--- src/rtl/memStagePkg.sv ---
`default_nettype none

package memStagePkg;

    ////////////////////
    // Access sizes
    ////////////////////
    localparam logic [1:0] SIZE_WORD = 2'd0;
    localparam logic [1:0] SIZE_HALF = 2'd1;
    localparam logic [1:0] SIZE_BYTE = 2'd2;

    ////////////////////
    // Memory map
    ////////////////////
    localparam logic [31:0] DM_LAST = 32'h0000_2fff;
    localparam int unsigned DM_WORDS = 3072;

    localparam logic [31:0] TIMER0_BASE = 32'h0000_7f00;
    localparam logic [31:0] TIMER1_BASE = 32'h0000_7f10;
    localparam logic [31:0] TIMER_BYTES = 32'd12;

    localparam logic [31:0] SCRATCH_BASE = 32'h0000_7f20;
    localparam logic [31:0] SCRATCH_BYTES = 32'd4;

    // Register offsets inside one timer
    localparam logic [3:0] CTRL_OFS = 4'h0;
    localparam logic [3:0] PRESET_OFS = 4'h4;
    localparam logic [3:0] COUNT_OFS = 4'h8;

    ////////////////////
    // Exceptions and pipeline
    ////////////////////
    localparam logic [4:0] EXC_ADEL = 5'd4;
    localparam logic [4:0] EXC_ADES = 5'd5;

    localparam int unsigned PIPE_DEPTH = 3;

endpackage

`default_nettype wire

--- src/rtl/memRespIf.sv ---
`timescale 1ns/1ps
`default_nettype none

// Raw read data and status from stage 2 to stage 3
interface memRespIf;
    logic        valid;
    logic        isLoad;
    logic [31:0] rawData;
    logic [1:0]  size;
    logic        isSigned;
    logic [1:0]  lane;
    logic        exc;
    logic [4:0]  excCode;

    modport producer (output valid, isLoad, rawData, size, isSigned, lane, exc, excCode);

    modport consumer (input valid, isLoad, rawData, size, isSigned, lane, exc, excCode);
endinterface

`default_nettype wire

--- src/rtl/loadExtend.sv ---
`timescale 1ns/1ps
`default_nettype none

module loadExtend (
    input  wire logic  clk,
    input  wire logic  rstN,
    memRespIf.consumer resp,
    output logic       respValid,
    output logic [31:0] respRdata,
    output logic       excValid,
    output logic [4:0] excCode
);

    logic [15:0] halfSel;
    logic [7:0]  byteSel;
    logic [31:0] extended;

    assign halfSel = resp.lane[1] ? resp.rawData[31:16] : resp.rawData[15:0];
    assign byteSel = resp.rawData[resp.lane * 8 +: 8];

    // Sign or zero extension
    always_comb begin
        case (resp.size)
            memStagePkg::SIZE_HALF: extended = {{16{resp.isSigned && halfSel[15]}}, halfSel};
            memStagePkg::SIZE_BYTE: extended = {{24{resp.isSigned && byteSel[7]}}, byteSel};
            default:                extended = resp.rawData;
        endcase
    end

    ////////////////////
    // Result registers
    ////////////////////
    always_ff @(posedge clk or negedge rstN) begin
        if (!rstN) begin
            respValid <= 1'b0;
            excValid <= 1'b0;
            excCode <= 5'd0;
        end else begin
            respValid <= resp.valid && resp.isLoad && !resp.exc;
            excValid <= resp.valid && resp.exc;
            excCode <= resp.excCode;
        end
    end

    always_ff @(posedge clk) begin
        respRdata <= extended;
    end

endmodule

`default_nettype wire

--- src/flat_wrapper.sv ---
// flat-port wrapper written by rule: the top's interface ports become plain ports
module loadExtend_flat 
  (clk, rstN, respValid, respRdata, excValid, excCode, resp_valid, resp_isLoad, resp_rawData, resp_size, resp_isSigned, resp_lane, resp_exc, resp_excCode);
  memRespIf resp_i ();
  input  wire logic clk;
  input  wire logic rstN;
  output logic respValid;
  output logic [31:0] respRdata;
  output logic excValid;
  output logic [4:0] excCode;
  input wire logic [$bits(resp_i.valid)-1:0] resp_valid;
  input wire logic [$bits(resp_i.isLoad)-1:0] resp_isLoad;
  input wire logic [$bits(resp_i.rawData)-1:0] resp_rawData;
  input wire logic [$bits(resp_i.size)-1:0] resp_size;
  input wire logic [$bits(resp_i.isSigned)-1:0] resp_isSigned;
  input wire logic [$bits(resp_i.lane)-1:0] resp_lane;
  input wire logic [$bits(resp_i.exc)-1:0] resp_exc;
  input wire logic [$bits(resp_i.excCode)-1:0] resp_excCode;
  assign resp_i.valid = resp_valid;
  assign resp_i.isLoad = resp_isLoad;
  assign resp_i.rawData = resp_rawData;
  assign resp_i.size = resp_size;
  assign resp_i.isSigned = resp_isSigned;
  assign resp_i.lane = resp_lane;
  assign resp_i.exc = resp_exc;
  assign resp_i.excCode = resp_excCode;
  loadExtend u_core (.clk(clk), .rstN(rstN), .resp(resp_i), .respValid(respValid), .respRdata(respRdata), .excValid(excValid), .excCode(excCode));
endmodule
--- config.mk ---
export PLATFORM = sky130hd
export DESIGN_NAME = loadExtend_flat
export DESIGN_NICKNAME = d
export VERILOG_FILES = /design/src/rtl/memStagePkg.sv /design/src/rtl/memRespIf.sv /design/src/rtl/loadExtend.sv /design/src/flat_wrapper.sv
export SDC_FILE = /design/constraint.sdc
export NUM_CORES = 1
export LEC_CHECK = 0
export ABC_AREA = 1
export BUFFER_PORTS_ARGS = -buffer_cell sky130_fd_sc_hd__buf_4
export CORE_MARGIN = 10
export CORE_UTILIZATION = 26
export CTS_CLUSTER_DIAMETER = 40
export CTS_CLUSTER_SIZE = 10
export DETAILED_ROUTE_END_ITERATION = 12
export PLACE_DENSITY = 0.61
export SYNTH_ARGS = -nofsm -noshare
export SYNTH_HDL_FRONTEND = slang
export SYNTH_SLANG_ARGS = --single-unit
--- constraint.sdc ---
create_clock -name clk -period 1 [get_ports clk]
set_input_delay 0.1 -clock clk [delete_from_list [all_inputs] [get_ports clk]]
set_output_delay 0.1 -clock clk [all_outputs]
set_load 0.05 [all_outputs]
Word level (Yosys, flattened, before mapping)
Index checks and enable logic that the tools add are counted.
W data, S select, Z words.
- register bits: 39
- input port bits: 47
- output and inout port bits: 39
- word-level logic and storage cells: 15
- eq/ne operators: 2
- shifts and indexed selects: 1
- mux-type cells: 2
- reductions and logical operators: 6
- operators by type and width (operator ; count):
    $pmux W32 S2 ; 1
    $shiftx A32 B6 Y8 ; 1
    $mux W16 ; 1
    $logic_and A1 B1 Y1 ; 5
    $eq A2 B1 Y1 const B ; 1
    $eq A2 B2 Y1 const B ; 1
    $logic_not A1 Y1 ; 1

Depth between registers and ports, before layout
Gate-level depths: netlist (run 1).
- word-level depth: 3
- depth in mapped cells: 9
- gate-level depth less buffers: 8

Worst setup path after synthesis (run 1)
Ideal clock, no wire load.
- kind: input port to flip-flop
- start point: in resp_size[0]
- end point: reg u_core.respRdata[0]
- setup time: 0.130 ns
- arrival: 1.038 ns
- setup slack: -0.168 ns
- stages: 6
- cell sequence: inv_1 ha_1 buf_2 inv_1 buf_1 a31oi_1
- cells in the longest elaborated chain, start to end: 2
- elaborated cells between the ends (all ways): 3
- RTL lines (what ; RTL line ; text):
    start: declaration ; flat_wrapper.sv:14 ; input wire logic [$bits(resp_i.size)-1:0] resp_size;
    $eq A2 B2 Y1 / $eq A2 B1 Y1 (equally long branches) ; loadExtend.sv:23 ; case (resp.size)
    $pmux W32 S2 * ; loadExtend.sv:23 ;
    via u_core.extended[0] ; loadExtend.sv:16 ; logic [31:0] extended;
    end signal: assignment ; loadExtend.sv:46 ; respRdata <= extended;
    end: declaration ; loadExtend.sv:9 ; output logic [31:0] respRdata,
The timed path passes the listed nets; every way through them passes the cells marked *.

Worst setup path after layout (run 1)
- start point: in resp_rawData[26]
- end point: reg u_core.respRdata[10]
- cells in the longest elaborated chain, start to end: 2
- RTL lines (what ; RTL line ; text):
    start: declaration ; flat_wrapper.sv:13 ; input wire logic [$bits(resp_i.rawData)-1:0] resp_rawData;
    $mux W16 ; loadExtend.sv:18 ; assign halfSel = resp.lane[1] ? resp.rawData[31:16] : resp.rawData[15:0];
    $pmux W32 S2 ; loadExtend.sv:23 ;
    via u_core.extended[10] ; loadExtend.sv:16 ;
The timed path passes the listed nets, and every way through them passes these cells.

==> results of run 1 <==
final cells by class:
class	count	area, um^2
Timing Repair Buffer	109	856
Multi-Input combinational cell	150	663
Clock inverter	2	35.0
Inverter	9	41.3
Fill cell	619	3260
Clock buffer	6	82.6
Sequential cell	39	816
Tap cell	75	93.8
placed cells by master (no fill, tap or decap), types with 2 or more instances in the layout:
cell            n
inv_1           4
buf_4          98
a31oi_1         7
inv_4           3
dfrtp_1         7
inv_2           2
clkbuf_8        6
nand2_2         4
dlygate4sd3_1  10
a21oi_1        17
nor2_1         19
dfxtp_1        32
nand2_1        98
tightest hold or removal path: cells and delay by family:
family | cells | cell delay [ns]
buffers and inverters | 1 | 0.09
and+or+nand+nor | 2 | 0.09
routing by layer:
layer  share of wire  track usage
met2            0.47        0.186
met4           0.012       0.0369
met5               0            0
met3           0.092       0.0505
met1            0.43        0.125
report_power, final:
part | leakage (nW) | switching (W) | internal (W) | total, W
combinational | 0.964 | 0.000990 | 0.000529 | 0.00152
sequential | 0.353 | 0.0000461 | 0.00173 | 0.00178
clock | 0.0612 | 0.000541 | 0.000807 | 0.00135
total | 1.38 | 0.00158 | 0.00307 | 0.00464
worst paths after layout:
path | start | to | slack [ns] | depth (start not counted)
setup / recovery | resp_rawData[26] | u_core.respRdata[10] | 0.04 | 6
hold / removal | resp_rawData[19] | u_core.respRdata[19] | 0.009 | 3
max in group asynchronous | rstN | u_core.excCode[4] | 0.73 | 2
min in group asynchronous | rstN | u_core.excCode[2] | 0.16 | 2
through the flow:
step | hold slack, ns | util
2_1_floorplan | -0.196 | -
3_3_place_gp | -0.0860 | 0.405
3_5_place_dp | -0.0833 | 0.405
4_1_cts | 0.000879 | 0.441
5_1_grt | 0.00394 | 0.442
6_report | 0.00919 | 0.442
sequential cells by signal, indices dropped and copies added (netlist names):
register and cells:
u_core.excValid 1, u_core.excCode 5, u_core.respRdata 32, u_core.respValid 1
cells by family after synthesis:
logic type	synth area share
and+or+nand+nor	0.296
DFF	0.525
buffers and inverters	0.0588
adders and majority gates	0.0161
AOI/OAI and AO/OA	0.104
what timing repair did:
action	in CTS	in global routing
hold buffers	9	1
endpoints found under the hold margin	15	1
resized for setup	0	0
==> metrics.yaml, run 1 <==
path_buf_inv: 2
maxSlewHeadroom: 0.818
period_needed_ns: 0.956
ios: 86
drive_gt1_frac: 0.378
place_hpwl_um: 4250
vias_per_cell: 4.25
ant_nets: 0
hold_viol_final: 0
synth_edf_count: 0
max-clock-path-buffers: 2
clock-root-buffer: "clkbuf_8"
initial_core_util: 0.265
grt_max_degree: 26
stdcell_area_um2: 2590
cp.required_ns: 1.17
dr.pass1.iters: 4
tritoncts: "done"
antenna_found_initial: 0
post-route-period-util: 0.956
cts_sinks: 39
synth_nets: 257
min_path_type: "in2reg"
clk_pin_slew_ns: 0.07
setup_viol: 0
finalPower_w: 0.00464
drt_drc_violations_left: 0
outcome: "finished, final reports clean"
yosysTopAreaCell: "dfxtp_1"
netlist_area_um2: 1550
drt_iter0_markers: 78
diodes: 0
core_um2: 5850
postSynth.asyncResetShare: 0.179
avgSynthCellArea_um2: 7.47
routedWlPerCell_um: 13.5
dieArea_um2: 9460
ys.flop_type: "dfxtp_1"
timing.fmax_mhz: 1050
synth.area.top_cells: "dfxtp_1 41%, nand2_1 24%, dfrtp_1 11%"
grt_pass1_wl_um: 8630
powerDensity_nw_per_um2: 1790
cts_setup_buffers: 0
die_height_um: 97.3
rsz0062_at_grt: "no"
yosys-top-cells-count: "100 x nand2_1, 32 x dfxtp_1, 19 x nor2_1, 17 x a21oi_1, 8 x inv_1"
layoutNonFillerInstCount: 390
syn_inst: 208
crit_fanout: 2
crit_path_start_kind: "input port"
fin_tns_setup_ns: 0
num_rows: 28
max_cap_viol_count: 0
slowest_delay_ns: 0.55
grt_overflow: 0
end_kind: "flop"
synth_most_common_cell: "nand2_1"
dp_cells: 372
crit_path_cell_trace: "dlygate4sd3_1 > buf_4 > nand2_1 > nand2_1 > a21oi_1 > a21oi_1"
yosysSeqAreaShare: 0.525
grt_pass1_vias: 1734
cp_data_arrival_time_ns: 1.13
p_leak_nw: 1.38
vias: 1658
crit_type: "in2reg"
worst_slack_ns: 0.0441
ys_warn_count: 0
routed_wl_um: 5280
peakVddDrop_uv: 900
grt.total_usage: 0.112
cts_max_level: 2
ys_ff_latch: 39
cts_made_buffers: 5
area_growth_syn_to_layout_pct: 66.6
die_x_um: 97.3
synth_top_area_share: 0.413
worst_pin_slew_ns: 0.272
critical_path.top_delay_family: "buffers and inverters"
nets: 363
place_area_um2: 2370
report.final.slew_viol_count: 0
gp_congestion: 0.877
slowest_stage: "dlygate4sd3_1"
io_buffer_count: 85
place_ws_ns: -0.181
ys_types: 18
No activity file was read; power rests on OpenSTA's default activity.
==> run 2: changes to the inputs <==
--- a/config.mk
+++ b/config.mk
@@ -12,6 +12,7 @@
 export CTS_CLUSTER_DIAMETER = 40
 export CTS_CLUSTER_SIZE = 10
 export DETAILED_ROUTE_END_ITERATION = 12
+export MAX_ROUTING_LAYER = met4
 export PLACE_DENSITY = 0.61
 export SYNTH_ARGS = -nofsm -noshare
 export SYNTH_HDL_FRONTEND = slang
==> run 2 against run 1 <==
Net effect: count of clock-buffer cells in the layout unchanged; via count is 0.18% higher; maximum frequency down 0.60%; critical endpoint unchanged; highest routed layer unchanged.
==> metrics.yaml, run 2 (synthesis gave the netlist of run 1 again) <==
outcome: "finished, final reports clean"
report.final.slew_viol_count: 0  # unchanged
wl_met1_um: 2340  # +3.0%
fin_tns_setup_ns: 0  # unchanged
p_leak_nw: 1.38  # unchanged
area_growth_syn_to_layout_pct: 66.6  # unchanged
dieArea_um2: 9460  # unchanged
route.met2.wl_um: 2500  # +1.6%
finish.utilization: 0.442  # unchanged
ant_nets: 0  # unchanged
antenna_found_initial: 0  # unchanged
maxSlewHeadroom: 0.818  # about the same
vias: 1661  # +0.18%
finalPower_w: 0.00463  # -0.25%
ios: 86  # unchanged
clock-root-buffer: "clkbuf_8"
drt_iter0_markers: 86  # +10%
layoutNonFillerInstCount: 390  # unchanged
hold_slack_ns: 0.0139  # +0.00476 ns
num_rows: 28  # unchanged
cp_data_arrival_time_ns: 1.13  # about the same
internal_power_w: 0.00307  # about the same
fillers: 619  # unchanged
top_register: "u_core.respRdata"
io_buffer_count: 85  # unchanged
dr.pass1.iters: 4  # unchanged
setup_viol: 0  # unchanged
worst_pin_slew_ns: 0.272  # +0.000141 ns
cts_resized: 0  # unchanged
max-clock-path-buffers: 2  # unchanged
gp_congestion: 0.892  # +1.6%
largest_reg_flops: 32  # unchanged
timing.fmax_mhz: 1040  # -0.60%
post-route-period-util: 0.962  # +0.00582
routed_wl_um: 5250  # -0.64%
seqCellArea_um2: 816  # unchanged
crit_type: "in2reg"
die_x_um: 97.3  # unchanged
end_kind: "flop"
combinationalPowerShare: 0.328  # about the same
cts_sinks: 39  # unchanged
place_hpwl_um: 4250  # unchanged
crit_path_start_kind: "input port"
die_height_um: 97.3  # unchanged
diodes: 0  # unchanged
p_switching_w: 0.00157  # -0.73%
min_path_type: "in2reg"
routedWlPerCell_um: 13.5  # -0.64%
cts_made_buffers: 5  # unchanged
max_cap_viol_count: 0  # unchanged
p_seq_frac: 0.383  # about the same
final_cell_mix: "98 x nand2_1, 98 x buf_4, 32 x dfxtp_1"
top_layer_used: "met4"
crit_fanout: 2  # unchanged
vias_per_cell: 4.26  # +0.18%
drt_drc_violations_left: 0  # unchanged
multiInputGateArea_um2: 663  # unchanged
drive_gt1_frac: 0.378  # unchanged
wl_met3_um: 364  # -25%
clk_pin_slew_ns: 0.07  # about the same
grt.total_usage: 0.115  # +0.00292
clockPowerShare: 0.289  # about the same
hold_viol_final: 0  # unchanged
grt_pass1_vias: 1736  # +0.12%
peakVddDrop_uv: 899  # about the same
cts_max_level: 2  # unchanged
initial_core_util: 0.265  # unchanged
period_needed_ns: 0.962  # +0.00582 ns
reg.largest.list: "u_core.respRdata (32), u_core.excCode (5)"
grt_overflow: 0  # unchanged
swShare: 0.338  # -0.00165
grt_pass1_wl_um: 8600  # -0.24%
dp_cells: 372  # unchanged
cp.required_ns: 1.17  # about the same
tritoncts: "done"
core_um2: 5850  # unchanged
rsz0062_at_grt: "no"
powerDensity_nw_per_um2: 1790  # -0.25%
nets: 363  # unchanged
grt_max_degree: 26  # unchanged
==> run 2: cell counts in the layout (fill, tap and decap cells not counted) <==
No cell type changed its count.
==> run 2: stage by stage <==
step / area [um^2] / setup WS (ns)
final: 2590 / 0.0383
after global routing: 2590 / 0.00489
after CTS: 2580 / 0.0415
after detailed placement: 2370 / -0.181
after floorplan: 1590 / 0.00415
after global placement: 2370 / -0.159
==> run 2: layout make-up <==
cell class,count,share of cell area
timing repair buffer,109,0.331
sequential,39,0.315
tap,75,0.0363
clock inverter,2,0.0135
inverter,9,0.0160
multi-input combinational,150,0.256
clock buffer,6,0.0319
==> run 2: power by group through the flow <==
| stage | Combinational, W | Sequential [W] | Clock, W |
|---|---|---|---|
| final | 0.00152 | 0.00178 | 0.00134 |
| after global routing | 0.00163 | 0.00179 | 0.00146 |
| after CTS | 0.00153 | 0.00178 | 0.00139 |
| after detailed placement | 0.00150 | 0.00181 | 0 |
| after global placement | 0.00149 | 0.00181 | 0 |
| after floorplan | 0.000325 | 0.00242 | 0 |
==> run 2: critical path, stage by stage <==
cell and delay, ns:
dlygate4sd3_1 0.55, buf_4 0.14, nand2_1 0.07, nand2_1 0.07, a21oi_1 0.13, a21oi_1 0.08
==> run 2: worst paths after layout <==
check | startpoint | end | cells past startpoint
max | resp_rawData[26] | u_core.respRdata[10] | 6
min | resp_rawData[19] | u_core.respRdata[19] | 3
max in group asynchronous | rstN | u_core.excCode[4] | 2
min in group asynchronous | rstN | u_core.excCode[2] | 2
==> run 2: layer usage <==
layer	track usage	vias up
li1	-	857
met1	0.130	737
met2	0.186	63
met3	0.0413	4
met4	0.0369	0
met5	-	-
==> run 2: timing repair <==
action                                 CTS  global route
endpoints found under the hold margin   15             1
hold buffers                             9             1
buffers inserted                         0             0
