## src/rtl/memStagePkg.sv

```systemverilog
`default_nettype none

package memStagePkg;

    ////////////////////
    // Access sizes
    ////////////////////
    localparam logic [1:0] SIZE_WORD = 2'd0;
    localparam logic [1:0] SIZE_HALF = 2'd1;
    localparam logic [1:0] SIZE_BYTE = 2'd2;

    ////////////////////
    // Memory map
    ////////////////////
    localparam logic [31:0] DM_LAST = 32'h0000_2fff;
    localparam int unsigned DM_WORDS = 3072;

    localparam logic [31:0] TIMER0_BASE = 32'h0000_7f00;
    localparam logic [31:0] TIMER1_BASE = 32'h0000_7f10;
    localparam logic [31:0] TIMER_BYTES = 32'd12;

    localparam logic [31:0] SCRATCH_BASE = 32'h0000_7f20;
    localparam logic [31:0] SCRATCH_BYTES = 32'd4;

    // Register offsets inside one timer
    localparam logic [3:0] CTRL_OFS = 4'h0;
    localparam logic [3:0] PRESET_OFS = 4'h4;
    localparam logic [3:0] COUNT_OFS = 4'h8;

    ////////////////////
    // Exceptions and pipeline
    ////////////////////
    localparam logic [4:0] EXC_ADEL = 5'd4;
    localparam logic [4:0] EXC_ADES = 5'd5;

    localparam int unsigned PIPE_DEPTH = 3;

endpackage

`default_nettype wire

```

## src/rtl/memReqIf.sv

```systemverilog
`timescale 1ns/1ps
`default_nettype none

// Aligned request from stage 1 to stage 2
interface memReqIf;
    logic        valid;
    logic        write;
    logic [31:0] addr;
    logic [3:0]  byteEn;
    logic [31:0] wdata;
    logic [1:0]  size;
    logic        isSigned;
    logic [1:0]  lane;
    logic        exc;
    logic [4:0]  excCode;

    modport producer (
        output valid, write, addr, byteEn, wdata, size, isSigned, lane, exc, excCode
    );

    modport consumer (
        input valid, write, addr, byteEn, wdata, size, isSigned, lane, exc, excCode
    );
endinterface

`default_nettype wire

```

## src/rtl/storeAlign.sv

```systemverilog
`timescale 1ns/1ps
`default_nettype none

module storeAlign (
    input  wire logic        clk,
    input  wire logic        rstN,
    input  wire logic        reqValid,
    input  wire logic        reqWrite,
    input  wire logic [1:0]  reqSize,
    input  wire logic        reqSigned,
    input  wire logic [31:0] reqAddr,
    input  wire logic [31:0] reqWdata,
    input  wire logic        addrOverflow,
    memReqIf.producer        req
);

    logic [1:0]  lane;
    logic [3:0]  laneEn;
    logic [31:0] laneData;
    logic        inDm;
    logic        inTimer0;
    logic        inTimer1;
    logic        inTimer;
    logic        inScratch;
    logic        isCount;
    logic        misalign;
    logic        badPeriphSize;
    logic        outOfRange;
    logic        fault;

    assign lane = reqAddr[1:0];

    ////////////////////
    // Lane table
    ////////////////////
    always_comb begin
        laneEn = 4'b0000;
        laneData = reqWdata;
        case (reqSize)
            memStagePkg::SIZE_WORD: begin
                laneEn = (lane == 2'b00) ? 4'b1111 : 4'b0000;
            end
            memStagePkg::SIZE_HALF: begin
                laneEn = lane[1] ? 4'b1100 : 4'b0011;
                laneData = {2{reqWdata[15:0]}};
            end
            memStagePkg::SIZE_BYTE: begin
                laneEn = 4'b0001 << lane;
                laneData = {4{reqWdata[7:0]}};
            end
            default: begin
                laneEn = 4'b0000;
            end
        endcase
    end

    ////////////////////
    // Address checks
    ////////////////////
    assign inDm = reqAddr <= memStagePkg::DM_LAST;
    assign inTimer0 = (reqAddr >= memStagePkg::TIMER0_BASE) &&
        (reqAddr <= memStagePkg::TIMER0_BASE + memStagePkg::TIMER_BYTES - 32'd1);
    assign inTimer1 = (reqAddr >= memStagePkg::TIMER1_BASE) &&
        (reqAddr <= memStagePkg::TIMER1_BASE + memStagePkg::TIMER_BYTES - 32'd1);
    assign inTimer = inTimer0 || inTimer1;
    assign inScratch = (reqAddr >= memStagePkg::SCRATCH_BASE) &&
        (reqAddr <= memStagePkg::SCRATCH_BASE + memStagePkg::SCRATCH_BYTES - 32'd1);

    // Timer bases sit on 16-byte boundaries, so the low nibble is the offset
    assign isCount = inTimer && (reqAddr[3:2] == memStagePkg::COUNT_OFS[3:2]);

    assign misalign = ((reqSize == memStagePkg::SIZE_WORD) && (lane != 2'b00)) ||
                      ((reqSize == memStagePkg::SIZE_HALF) && lane[0]);
    assign badPeriphSize = inTimer &&
        ((reqSize == memStagePkg::SIZE_HALF) || (reqSize == memStagePkg::SIZE_BYTE));
    assign outOfRange = !(inDm || inTimer || inScratch);

    assign fault = misalign || badPeriphSize || addrOverflow || outOfRange ||
                   (reqWrite && isCount);

    always_ff @(posedge clk or negedge rstN) begin
        if (!rstN) begin
            req.valid <= 1'b0;
            req.write <= 1'b0;
            req.exc <= 1'b0;
            req.byteEn <= 4'b0000;
        end else begin
            req.valid <= reqValid;
            req.write <= reqWrite;
            req.exc <= reqValid && fault;
            // Only a clean store may touch any lane
            req.byteEn <= (reqValid && reqWrite && !fault) ? laneEn : 4'b0000;
        end
    end

    // Payload
    always_ff @(posedge clk) begin
        req.addr <= {reqAddr[31:2], 2'b00};
        req.wdata <= laneData;
        req.size <= reqSize;
        req.isSigned <= reqSigned;
        req.lane <= lane;
        req.excCode <= reqWrite ? memStagePkg::EXC_ADES : memStagePkg::EXC_ADEL;
    end

endmodule

`default_nettype wire

```

## src/flat_wrapper.sv

```systemverilog
// flat-port wrapper written by rule: the top's interface ports become plain ports
module storeAlign_flat 
  (clk, rstN, reqValid, reqWrite, reqSize, reqSigned, reqAddr, reqWdata, addrOverflow, req_valid, req_write, req_addr, req_byteEn, req_wdata, req_size, req_isSigned, req_lane, req_exc, req_excCode);
  memReqIf req_i ();
  input  wire logic clk;
  input  wire logic rstN;
  input  wire logic reqValid;
  input  wire logic reqWrite;
  input  wire logic [1:0] reqSize;
  input  wire logic reqSigned;
  input  wire logic [31:0] reqAddr;
  input  wire logic [31:0] reqWdata;
  input  wire logic addrOverflow;
  output wire logic [$bits(req_i.valid)-1:0] req_valid;
  output wire logic [$bits(req_i.write)-1:0] req_write;
  output wire logic [$bits(req_i.addr)-1:0] req_addr;
  output wire logic [$bits(req_i.byteEn)-1:0] req_byteEn;
  output wire logic [$bits(req_i.wdata)-1:0] req_wdata;
  output wire logic [$bits(req_i.size)-1:0] req_size;
  output wire logic [$bits(req_i.isSigned)-1:0] req_isSigned;
  output wire logic [$bits(req_i.lane)-1:0] req_lane;
  output wire logic [$bits(req_i.exc)-1:0] req_exc;
  output wire logic [$bits(req_i.excCode)-1:0] req_excCode;
  assign req_valid = req_i.valid;
  assign req_write = req_i.write;
  assign req_addr = req_i.addr;
  assign req_byteEn = req_i.byteEn;
  assign req_wdata = req_i.wdata;
  assign req_size = req_i.size;
  assign req_isSigned = req_i.isSigned;
  assign req_lane = req_i.lane;
  assign req_exc = req_i.exc;
  assign req_excCode = req_i.excCode;
  storeAlign u_core (.clk(clk), .rstN(rstN), .reqValid(reqValid), .reqWrite(reqWrite), .reqSize(reqSize), .reqSigned(reqSigned), .reqAddr(reqAddr), .reqWdata(reqWdata), .addrOverflow(addrOverflow), .req(req_i));
endmodule
```

## config.mk

```make
export PLATFORM = sky130hd
export DESIGN_NAME = storeAlign_flat
export DESIGN_NICKNAME = d
export VERILOG_FILES = /design/src/rtl/memStagePkg.sv /design/src/rtl/memReqIf.sv /design/src/rtl/storeAlign.sv /design/src/flat_wrapper.sv
export SDC_FILE = /design/constraint.sdc
export NUM_CORES = 1
export LEC_CHECK = 0
export BUFFER_PORTS_ARGS = -buffer_cell sky130_fd_sc_hd__buf_2
export CAP_MARGIN = 5
export CELL_PAD_IN_SITES_DETAIL_PLACEMENT = 1
export CELL_PAD_IN_SITES_GLOBAL_PLACEMENT = 1
export CORE_ASPECT_RATIO = 0.7
export CORE_MARGIN = 1.5
export CORE_UTILIZATION = 32
export CTS_CLUSTER_SIZE = 28
export DETAILED_ROUTE_END_ITERATION = 8
export PLACE_DENSITY_LB_ADDON = 0.1
export SLEW_MARGIN = 10
export SYNTH_ARGS = -nofsm -noshare
export SYNTH_HDL_FRONTEND = slang
export SYNTH_SLANG_ARGS = --single-unit
```

## constraint.sdc

```tcl
create_clock -name clk -period 0.85 [get_ports clk]
set_input_delay 0.085 -clock clk [delete_from_list [all_inputs] [get_ports clk]]
set_output_delay 0.085 -clock clk [all_outputs]
set_load 0.005 [all_outputs]
```

# Yosys cells after proc, flatten, opt, wreduce, memory -nomap -nowiden
# Cells that the tools add are included.
[word_totals]
elab_cells = 52
register_bits = 79
input_bits = 72
out_inout_bits = 81
[classes]
n_reduce_logical = 25
n_eq_ne = 3
muxes = 6
shift = 1
n_lt_le_gt_ge = 7
[op_table]
columns = ["operator", "n"]
rows = [
  ["$ge 32x15->1 const B", 3],
  ["$le 32x15->1 const B", 3],
  ["$pmux 32 s2", 1],
  ["$le 32x14->1 const B", 1],
  ["$mux 4", 3],
  ["$pmux 4 s3", 1],
  ["$logic_and 1x1->1", 11],
  ["$logic_or 1x1->1", 9],
  ["$eq 2x2->1 const B", 2],
  ["$logic_not 2->1", 2],
  ["$shl 1x2->4 const A", 1],
  ["$eq 2x1->1 const B", 1],
  ["$logic_not 1->1", 2],
  ["$reduce_bool 2->1", 1],
  ["$mux 1", 1],
]

# Logic depth before layout (Yosys ltp)
# Gate-level depths: netlist of run 1.
[depth]
depth_word = 11
mapped_depth = 7

# Worst setup path before layout of run 1
# OpenSTA, ideal clock, no wires.
[synth_path]
path_type = "input-to-reg"
startpoint = "input reqAddr[15]"
endpoint = "register u_core.req.byteEn[1]"
n_path_buf = 0
t_required_ps = 743
slack_ps = -687
arrival_ps = 1431
path_stages = 4
cell_sequence = "or4b_1 or3_4 a2bb2oi_2 a2111oi_4"
[synth_between]
elab_chain_len = 11
word_cells_on_any_way = 24
classes_between = "order compare (7); mux (1); reduce/logical (16)"
[synth_rtl]
columns = ["item", "line_no", "source"]
rows = [
  ["start, declared", "flat_wrapper.sv:11", "input wire logic [31:0] reqAddr;"],
  ["$ge 32x15->1 (tied with other cells)", "storeAlign.sv:61", "assign inTimer0 = (reqAddr >= memStagePkg::TIMER0_BASE) &&"],
  ["$logic_and 1x1->1, on equally long branches", "storeAlign.sv:61, storeAlign.sv:63", ""],
  ["$logic_or 1x1->1", "storeAlign.sv:65", "assign inTimer = inTimer0 || inTimer1;"],
  ["$logic_and 1x1->1 or $logic_or 1x1->1 (tied branches)", "storeAlign.sv:74, storeAlign.sv:76", ""],
  ["$logic_or 1x1->1, on equally long branches", "storeAlign.sv:78, storeAlign.sv:76", ""],
  ["$logic_or 1x1->1 or $logic_not 1->1 (tied branches)", "storeAlign.sv:78, storeAlign.sv:76", ""],
  ["$logic_or 1x1->1", "storeAlign.sv:78", "assign fault = misalign || badPeriphSize || addrOverflow || outOfRange ||"],
  ["$logic_or 1x1->1 (*)", "storeAlign.sv:78", ""],
  ["$logic_not 1->1 (*)", "storeAlign.sv:92", "req.byteEn <= (reqValid && reqWrite && !fault) ? laneEn : 4'b0000;"],
  ["$logic_and 1x1->1 (*)", "storeAlign.sv:92", ""],
  ["$mux 4 (*)", "storeAlign.sv:92", ""],
  ["end signal, assigned", "storeAlign.sv:92", ""],
  ["end, declared", "memReqIf.sv:18", "output valid, write, addr, byteEn, wdata, size, isSigned, lane, exc, excCode"],
]
# Mark *: on every way between the ends. The rest lies on a longest branch, timed or not.

# Final worst setup path of run 1
[layout_path]
startpoint = "input reqAddr[6]"
endpoint = "register u_core.req.byteEn[1]"
# The elaborated chain is that of the path after synthesis.

==> run_results.csv, run 1 <==
group,metric,value,unit
worst_setup_path,worstPathMaxFanout,5,
global_route,antenna_found_initial,0,
drt,routed_wl,9000,µm
global_route,gr-usage-all-layers,23.2,%
yosys,yosys.area.top_type,"dfxtp_1",
worst_setup_path,arrival,1580,ps
yosys,synthArstFlopShare,9.33,%
run_status,status,"finished, violations left",
clock_tree,cts_buffer_depth,2,
yosys,ys_types,35,
cells_and_area,multiInputGateArea,779,µm²
cells_and_area,final_util,64.7,%
global_route,grt_overflow_total,0,
power,leakagePower,2.10,nW
power,powerDensity,1740,nW/µm²
drt,vias,2382,
placed_design,placedCellCount,444,
yosys,netlist_area,2280,µm²
cells_and_area,final_area,4410,µm²
placed_design,port_buffers,146,
cells_and_area,nNetsFinal,508,
yosys,synth.top_cells.by_count,"dfxtp_1, nor2_1, a21oi_1",
cells_and_area,antenna_cells,0,
clock_tree,path_clk_slew,70,ps
yosys,syn_inst,192,
timing,final-setup-viol-count,52,
yosys,synth_ff_type,"dfxtp_1",
global_route,grt_pass1_vias,2455,
yosys,synth_top_area_share,59.6,%
yosys,ys_seq_area_share,67.3,%
cells_and_area,regArea,1570,µm²
cells_and_area,area_delta_synth_final,93.2,%
worst_setup_path,crit_chain,"buf_6 > or4b_4 > or3_4 > a2bb2oi_4 > a2111oi_4",
worst_setup_path,end_kind,"flip-flop",
timing,hold_violations,0,
timing,grt_setup_unrepaired,"true",
global_route,grt_pass1_wl,13200,µm
global_route,grt_max_degree,25,
power,peakVddDrop,0.890,mV
floorplan,rows,25,
floorplan,die_width,104,µm
worst_setup_path,crit_required,1090,ps
placed_design,dpl_cell_area,3270,µm²
worst_setup_path,cp-start-kind,"input port",
min_path,min_path_type,"in2reg",
timing,fmax,745,MHz
cells_and_area,final_cells,531,
clock_tree,numCtsBuffers,9,
cells_and_area,fillCellCount,758,
placed_design,place_hpwl,5400,µm
yosys,synth.area.top_cells,"dfxtp_1, dfrtp_1, a22o_1",
drt,ant_nets,0,
timing,period_minus_slack,1340,ps
yosys,synthMostInstantiatedCell,"dfxtp_1",
timing,fin_crit_sh,158,%
yosys,synth_seq_cells,75,
worst_setup_path,path_class,"in2reg",
drt,drtPass1Iterations,4,
drt,drt-initial-drc-count,80,
placed_design,place_congestion,0.797,
worst_setup_path,worst_path_max_delay_cell,"or4b_4",
yosys,synth-edff-count,0,
floorplan,io_pins,153,
yosys,syn_area_per_cell,11.9,µm²
yosys,yosysWarnings,0,
worst_setup_path,crit_buf_inv,1,
flow_run,max_cap_viol_count,0,
drt,wire_per_inst,17.0,µm
timing,maxSlewViolCount,0,
clock_tree,cts_tree,"done",
power,p_total,7.66,mW
drt,drc,0,
clock_tree,cts_root_buffer,"clkbuf_8",
floorplan,die_height,73.7,µm
clock_tree,htree_levels,3,
timing,worst_slack,-492,ps
clock_tree,clock_sinks,75,
run_status,violations,"negative setup slack",
worst_setup_path,path_delay_family,"simple AND/OR/NAND/NOR gates",
floorplan,design.die.area,7660,µm²
floorplan,coreArea,6820,µm²
floorplan,initial_core_util,33.5,%
cells_and_area,drive_above_1_share,53.1,%
worst_setup_path,cpPeakStageDelay,520,ps
drt,via_per_inst,4.49,
## registers in the layout, indices dropped and copies added (netlist names)
| signal | count |
|---|---|
| u_core.req.addr | 30 |
| u_core.req.size | 2 |
| u_core.req.isSigned | 1 |
| u_core.req.wdata | 32 |
| u_core.req.write | 1 |
| u_core.req.excCode | 1 |
| u_core.req.valid | 1 |
| u_core.req.lane | 2 |
| u_core.req.byteEn | 4 |
| u_core.req.exc | 1 |
## final timing paths
path	to	from	slack, ps	cells after the start
max	u_core.req.byteEn[1]$_DFF_PN0_	reqAddr[6]	-490	5
min	u_core.req.size[1]$_DFF_P_	reqSize[1]	30	2
max in group asynchronous	u_core.req.byteEn[0]$_DFF_PN0_	rstN	560	2
min in group asynchronous	u_core.req.write$_DFF_PN0_	rstN	110	2
## routing by layer
layer	GRT usage (%)	part of all wire, %	up-vias
met5	0	0	-
met4	9.26	1.8	0
met3	5.94	4.5	13
met2	42.2	53	85
met1	26.7	41	1150
li1	-	-	1134
## layout by cell type (no fill, tap or decap), types with 5 or more instances in the layout
master / Yosys / routed
buf_2: 0 / 126
dlygate4sd3_1: 0 / 68
dfxtp_1: 68 / 45
buf_4: 6 / 23
dfxtp_2: 0 / 23
buf_6: 0 / 22
nor2_1: 16 / 15
a21oi_1: 11 / 11
nand2_1: 10 / 10
clkbuf_8: 0 / 9
a22o_1: 8 / 8
inv_1: 10 / 8
dfrtp_1: 7 / 7
conb_1: 2 / 6
o22ai_2: 0 / 5
a22oi_1: 8 / 5
## layout make-up
cell class,instances,share of cell area [%]
repair buffers,239,39.3
well taps,94,2.67
inverters,10,1.19
flip-flops and latches,75,35.5
clock buffers,11,2.98
clock inverters,5,0.709
multi-input cells,97,17.7
## per-stage QoR
step / hold WS, ps / TNS, ps / setup WS, ps
3_3_place_gp: -62.9 / -15800 / -871
5_1_grt: 18.7 / -5780 / -566
3_5_place_dp: -65.5 / -16530 / -894
2_1_floorplan: -211 / -4910 / -687
4_1_cts: 43.2 / -3900 / -466
6_report: 28.2 / -3400 / -492
## cells by family (layout without fill, tap and decap cells)
| family | count (synthesis) | count (layout) | synth area share (%) |
|---|---|---|---|
| muxes | 2 | 2 | 0.877 |
| and+or+nand+nor | 42 | 42 | 9.65 |
| adders and majority gates | 4 | 4 | 2.19 |
| DFF | 75 | 75 | 67.3 |
| AOI/OAI and AO/OA | 43 | 43 | 14.7 |
| other | 2 | 6 | 0.329 |
| buffers and inverters | 24 | 265 | 4.93 |
## power by group
part	total [mW]	internal [mW]	leakage (nW)	switching (mW)
logic	1.43	0.826	1.35	0.607
registers	3.87	3.79	0.666	0.0849
clock network	2.36	1.05	0.0831	1.30
total	7.66	5.67	2.10	2.00
## timing repair
action | in CTS | in global routing
pin swaps | 7 | 7
setup buffers | 1 | 3
endpoints found under the hold margin | 75 | 0
hold buffers | 68 | 0
endpoints found under the setup margin | 103 | 92
gates resized for setup | 21 | 47
gates cloned | 0 | 0
Note: power is estimated with default switching activity, not from simulation.
==> run 2: changes to the inputs <==
--- a/config.mk
+++ b/config.mk
@@ -11,3 +11,3 @@
 export CELL_PAD_IN_SITES_GLOBAL_PLACEMENT = 1
-export CORE_ASPECT_RATIO = 0.7
+export CORE_ASPECT_RATIO = 0.8
 export CORE_MARGIN = 1.5
==> constraint.sdc (replaced) <==
create_clock -name clk -period 0.85 [get_ports clk]
set_input_delay 0.0425 -clock clk [delete_from_list [all_inputs] [get_ports clk]]
set_output_delay 0.0425 -clock clk [all_outputs]
set_load 0.005 [all_outputs]
==> run 2 against run 1 <==
Critical path type unchanged; combinational power about the same; hold slack improved by 11 ps; die area about the same; the flow still finishes with violations (negative setup slack).
==> run_results.csv, run 2 (same netlist as run 1, synthesis figures left out) <==
group,metric,value,unit
cells_and_area,fillCellCount,768,
clock_tree,clock_sinks,75,
cells_and_area,final_cell_mix,"buf_2, dlygate4sd3_1, dfxtp_1",
floorplan,die_height,78.5,µm
cells_and_area,final_common_cell,"buf_2",
drt,wire_per_inst,17.6,µm
drt,vias,2407,
drt,drc,0,
worst_setup_path,worstPathMaxFanout,4,
timing,hold_violations,0,
placed_design,dpl_cell_area,3290,µm²
timing,fmax,759,MHz
cells_and_area,drive_above_1_share,53.0,%
drt,ant_nets,0,
cells_and_area,reg.largest.list,"u_core.req.wdata x32, u_core.req.addr x30, u_core.req.byteEn x4",
min_path,min-delay-start,"reqAddr[1]",
cells_and_area,multiInputGateArea,772,µm²
global_route,antenna_found_initial,0,
placed_design,place_hpwl,5400,µm
placed_design,port_buffers,146,
power,leakagePower,2.12,nW
timing,fin_crit_sh,155,%
flow_run,max_cap_viol_count,0,
cells_and_area,largest_reg_flops,32,
power,p_total,8.27,mW
clock_tree,htree_levels,3,
timing,grt_setup_unrepaired,"true",
cells_and_area,final_util,64.5,%
timing,maxSlewViolCount,0,
worst_setup_path,arrival,1530,ps
floorplan,design.die.area,7650,µm²
cells_and_area,area_delta_synth_final,94.9,%
floorplan,coreArea,6890,µm²
worst_setup_path,cp-start-kind,"input port",
clock_tree,numCtsBuffers,9,
cells_and_area,final_cells,525,
worst_setup_path,end_kind,"flip-flop",
drt,drt-initial-drc-count,63,
clock_tree,cts_root_buffer,"clkbuf_8",
clock_tree,cts_tree,"done",
timing,worst_slack,-468,ps
global_route,grt_max_degree,27,
clock_tree,cts_buffer_depth,2,
min_path,hold_depth,2,
floorplan,initial_core_util,33.1,%
cells_and_area,antenna_cells,0,
drt,via_per_inst,4.58,
timing,final-setup-viol-count,12,
clock_tree,path_clk_slew,70,ps
power,powerDensity,1860,nW/µm²
run_status,status,"finished, violations left",
cells_and_area,top_register,"u_core.req.wdata",
global_route,grt_overflow_total,0,
run_status,violations,"negative setup slack",
cells_and_area,regArea,1560,µm²
cells_and_area,final_area,4450,µm²
timing,period_minus_slack,1320,ps
cells_and_area,nNetsFinal,510,
global_route,gr-usage-all-layers,22.8,%
drt,drtPass1Iterations,4,
global_route,grt_pass1_vias,2638,
global_route,grt_pass1_wl,13300,µm
min_path,min_path_type,"in2reg",
worst_setup_path,crit_required,1060,ps
worst_setup_path,path_class,"in2reg",
floorplan,die_width,97.4,µm
placed_design,placedCellCount,441,
floorplan,io_pins,153,
timing,tns,-2430,ps
min_path,holdPathEnd,"u_core.req.lane[1]$_DFF_P_",
floorplan,rows,27,
power,peakVddDrop,0.946,mV
drt,routed_wl,9230,µm
placed_design,place_congestion,0.791,
## run 2: cell types whose count changed in the layout (fill, tap and decap cells not counted), sizes merged
cell and change:
clkbuf -2, clkinv -2, inv +1, bufinv +2
buf +2
## run 2: power breakdown
| part | internal (mW) | total, mW | switching [mW] | leakage, nW |
|---|---|---|---|---|
| clock | 1.65 | 2.99 | 1.34 | 0.106 |
| sequential | 3.78 | 3.87 | 0.0806 | 0.665 |
| combinational | 0.807 | 1.41 | 0.607 | 1.35 |
| total | 6.24 | 8.27 | 2.03 | 2.12 |
## run 2: worst max-delay path: stages
cell and delay, ps:
buf_6 90, or4b_4 520, or3_4 460, o2111ai_4 320
nor3_1 90
## run 2: area by class of cell
| type | instances | area share [%] |
|---|---|---|
| well taps | 87 | 2.45 |
| multi-input cells | 97 | 17.4 |
| clock inverters | 6 | 2.03 |
| clock buffers | 9 | 2.78 |
| repair buffers | 241 | 39.1 |
| inverters | 10 | 1.18 |
| flip-flops and latches | 75 | 35.1 |
## run 2: worst max path at each step
stage,startpoint,to,slack (ps),cells after the start
2_1_floorplan,reqAddr[15],u_core.req.byteEn[1]$_DFF_PN0_,-640,4
3_3_place_gp,reqAddr[15],u_core.req.byteEn[1]$_DFF_PN0_,-820,5
3_5_place_dp,reqAddr[15],u_core.req.byteEn[1]$_DFF_PN0_,-840,5
4_1_cts,reqAddr[15],u_core.req.byteEn[2]$_DFF_PN0_,-440,5
5_1_grt,reqAddr[28],u_core.req.byteEn[1]$_DFF_PN0_,-520,5
6_report,reqAddr[15],u_core.req.byteEn[2]$_DFF_PN0_,-470,5
## run 2: routing by layer
layer  vias to the layer above  part of all wire [%]  GRT usage (%)
li1                       1144                     -              -
met5                         -                     0              0
met3                        14                   5.2           6.68
met1                      1150                    39           24.7
met2                        99                    55           42.1
met4                         0                   1.5           8.57
## run 2: timing repair
| item | 4_1_cts | 5_1_grt |
|---|---|---|
| gates resized for setup | 14 | 47 |
| endpoints found under the setup margin | 30 | 54 |
| hold buffers | 67 | 1 |
| gates cloned | 0 | 0 |
| pin swaps | 6 | 6 |
| hold endpoints to repair | 75 | 1 |
| setup buffers | 1 | 0 |
## run 2: through the flow
| step | hold WS (ps) | setup slack [ps] |
|---|---|---|
| 2_1_floorplan | -253 | -645 |
| 3_3_place_gp | -122 | -824 |
| 3_5_place_dp | -122 | -844 |
| 4_1_cts | -203 | -436 |
| 5_1_grt | 30.6 | -516 |
| 6_report | 38.9 | -468 |
==> run 3: changes to the inputs <==
PLACE_DENSITY = 0.81   (was default)
PLACE_DENSITY_LB_ADDON = default   (was 0.1)
==> run 3 against run 2 <==
Power down 2.4%; the run still ends with negative setup slack left; combinational power grew 7%; sequential power barely moved; global-route usage is 1.9 points higher; largest power group unchanged; clock power shrank 11%; highest routed layer unchanged; die area unchanged; via count up 2.5%; sequential cell count unchanged; first-iteration DRC count down 3.2%.
==> run_results.csv, run 3 (same netlist as run 1, synthesis figures left out) <==
group,metric,value,unit
run_status,status,"finished, violations left",
run_status,violations,"negative setup slack",
cells_and_area,final_area,4530,µm²
cells_and_area,final_util,65.7,%
global_route,grt_max_degree,33,
floorplan,die_width,97.4,µm
worst_setup_path,crit_chain,"buf_6 > or4_4 > a2111oi_4 > o2111ai_4 > a2111oi_4",
drt,wire_per_inst,19.6,µm
drt,drc,0,
floorplan,rows,27,
power,leakagePower,2.14,nW
placed_design,port_buffers,146,
placed_design,place_hpwl,5310,µm
clock_tree,clock_sinks,75,
cells_and_area,final_cell_mix,"buf_2, dlygate4sd3_1, dfxtp_2",
drt,ant_nets,0,
cells_and_area,largest_reg_flops,32,
worst_setup_path,cp-start-kind,"input port",
timing,grt_setup_unrepaired,"true",
cells_and_area,final_cells,525,
drt,drt-initial-drc-count,61,
timing,final-setup-viol-count,13,
clock_tree,path_clk_slew,80,ps
floorplan,die_height,78.5,µm
worst_setup_path,worstPathMaxFanout,4,
timing,tns,-2190,ps
clock_tree,cts_root_buffer,"clkbuf_8",
global_route,gr-usage-all-layers,24.6,%
power,powerDensity,1780,nW/µm²
worst_setup_path,worst_path_max_delay_cell,"or4_4",
drt,via_per_inst,4.70,
flow_run,max_cap_viol_count,0,
timing,worst_hold_slack,55.8,ps
cells_and_area,reg.largest.list,"u_core.req.wdata x32, u_core.req.addr x30, u_core.req.byteEn x4",
worst_setup_path,crit_top_cell,"a2111oi_4",
timing,worst_slack,-414,ps
floorplan,design.die.area,7650,µm²
cells_and_area,area_delta_synth_final,98.5,%
cells_and_area,drive_above_1_share,56.1,%
worst_setup_path,arrival,1510,ps
clock_tree,htree_levels,3,
clock_tree,cts_buffer_depth,2,
placed_design,place_congestion,0.787,
floorplan,io_pins,153,
worst_setup_path,crit_required,1090,ps
worst_setup_path,crit_buf_inv,1,
worst_setup_path,path_class,"in2reg",
global_route,grt_pass1_wl,14200,µm
cells_and_area,nNetsFinal,508,
drt,drtPass1Iterations,4,
floorplan,initial_core_util,33.1,%
floorplan,coreArea,6890,µm²
clock_tree,cts_tree,"done",
power,peakVddDrop,0.975,mV
placed_design,placedCellCount,437,
worst_setup_path,end_kind,"flip-flop",
cells_and_area,top_register,"u_core.req.wdata",
worst_setup_path,cp.depth,5,
cells_and_area,final_common_cell,"buf_2",
global_route,grt_pass1_vias,2707,
timing,fin_crit_sh,149,%
timing,hold_violations,0,
clock_tree,numCtsBuffers,9,
worst_setup_path,cpPeakStageDelay,550,ps
worst_setup_path,path_delay_family,"compound AO/OA/AOI/OAI gates",
timing,period_minus_slack,1260,ps
drt,routed_wl,10300,µm
global_route,antenna_found_initial,1,
timing,maxSlewViolCount,0,
placed_design,dp_slack,-857,ps
power,p_total,8.07,mW
min_path,min_path_type,"in2async",
drt,vias,2466,
timing,fmax,791,MHz
global_route,grt_overflow_total,0,
placed_design,dpl_cell_area,3260,µm²
[run 3: changes by cell type in the layout (fill, tap and decap cells not counted), moves of 2 or more]
cell / before / now
o22ai_2: 3 / 5
bufinv_16: 2 / 0
buf_6: 19 / 32
dlygate4sd3_1: 68 / 70
dfxtp_2: 21 / 36
buf_2: 128 / 112
dfxtp_1: 47 / 32
clkbuf_1: 0 / 2
o22ai_1: 5 / 3
[run 3: worst paths after layout]
kind	end	slack [ps]	from
hold / removal	u_core.req.byteEn[0]$_DFF_PN0_	60	rstN
max in group asynchronous	u_core.req.valid$_DFF_PN0_	640	rstN
min in group clk	u_core.req.byteEn[0]$_DFF_PN0_	80	reqAddr[1]
setup / recovery	u_core.req.byteEn[1]$_DFF_PN0_	-410	reqAddr[28]
[run 3: cell type report]
class                   instances  area, µm²
diodes                          1       2.50
clock buffers                  12        156
clock inverters                 4       31.3
fillers                       738       2360
inverters                      10       52.6
multi-input cells              97        774
flip-flops and latches         75       1580
well taps                      87        109
repair buffers                239       1820
[run 3: timing repair]
action | CTS | global route
setup buffers | 0 | 1
hold buffers | 70 | 0
hold endpoints to repair | 77 | 0
endpoints found under the setup margin | 27 | 73
pin swaps | 6 | 11
resized for setup | 20 | 70
[run 3: per-layer routing]
| metal | global-route usage, % | wire, µm |
|---|---|---|
| met1 | 22.8 | 3530 |
| met2 | 50.5 | 6010 |
| met3 | 7.30 | 514 |
| met4 | 9.00 | 214 |
| met5 | 0 | 0 |
[run 3: where the power goes]
group	internal [mW]	leakage (nW)	switching (mW)
clock network	1.26	0.0965	1.40
logic	0.864	1.37	0.644
registers	3.80	0.666	0.101
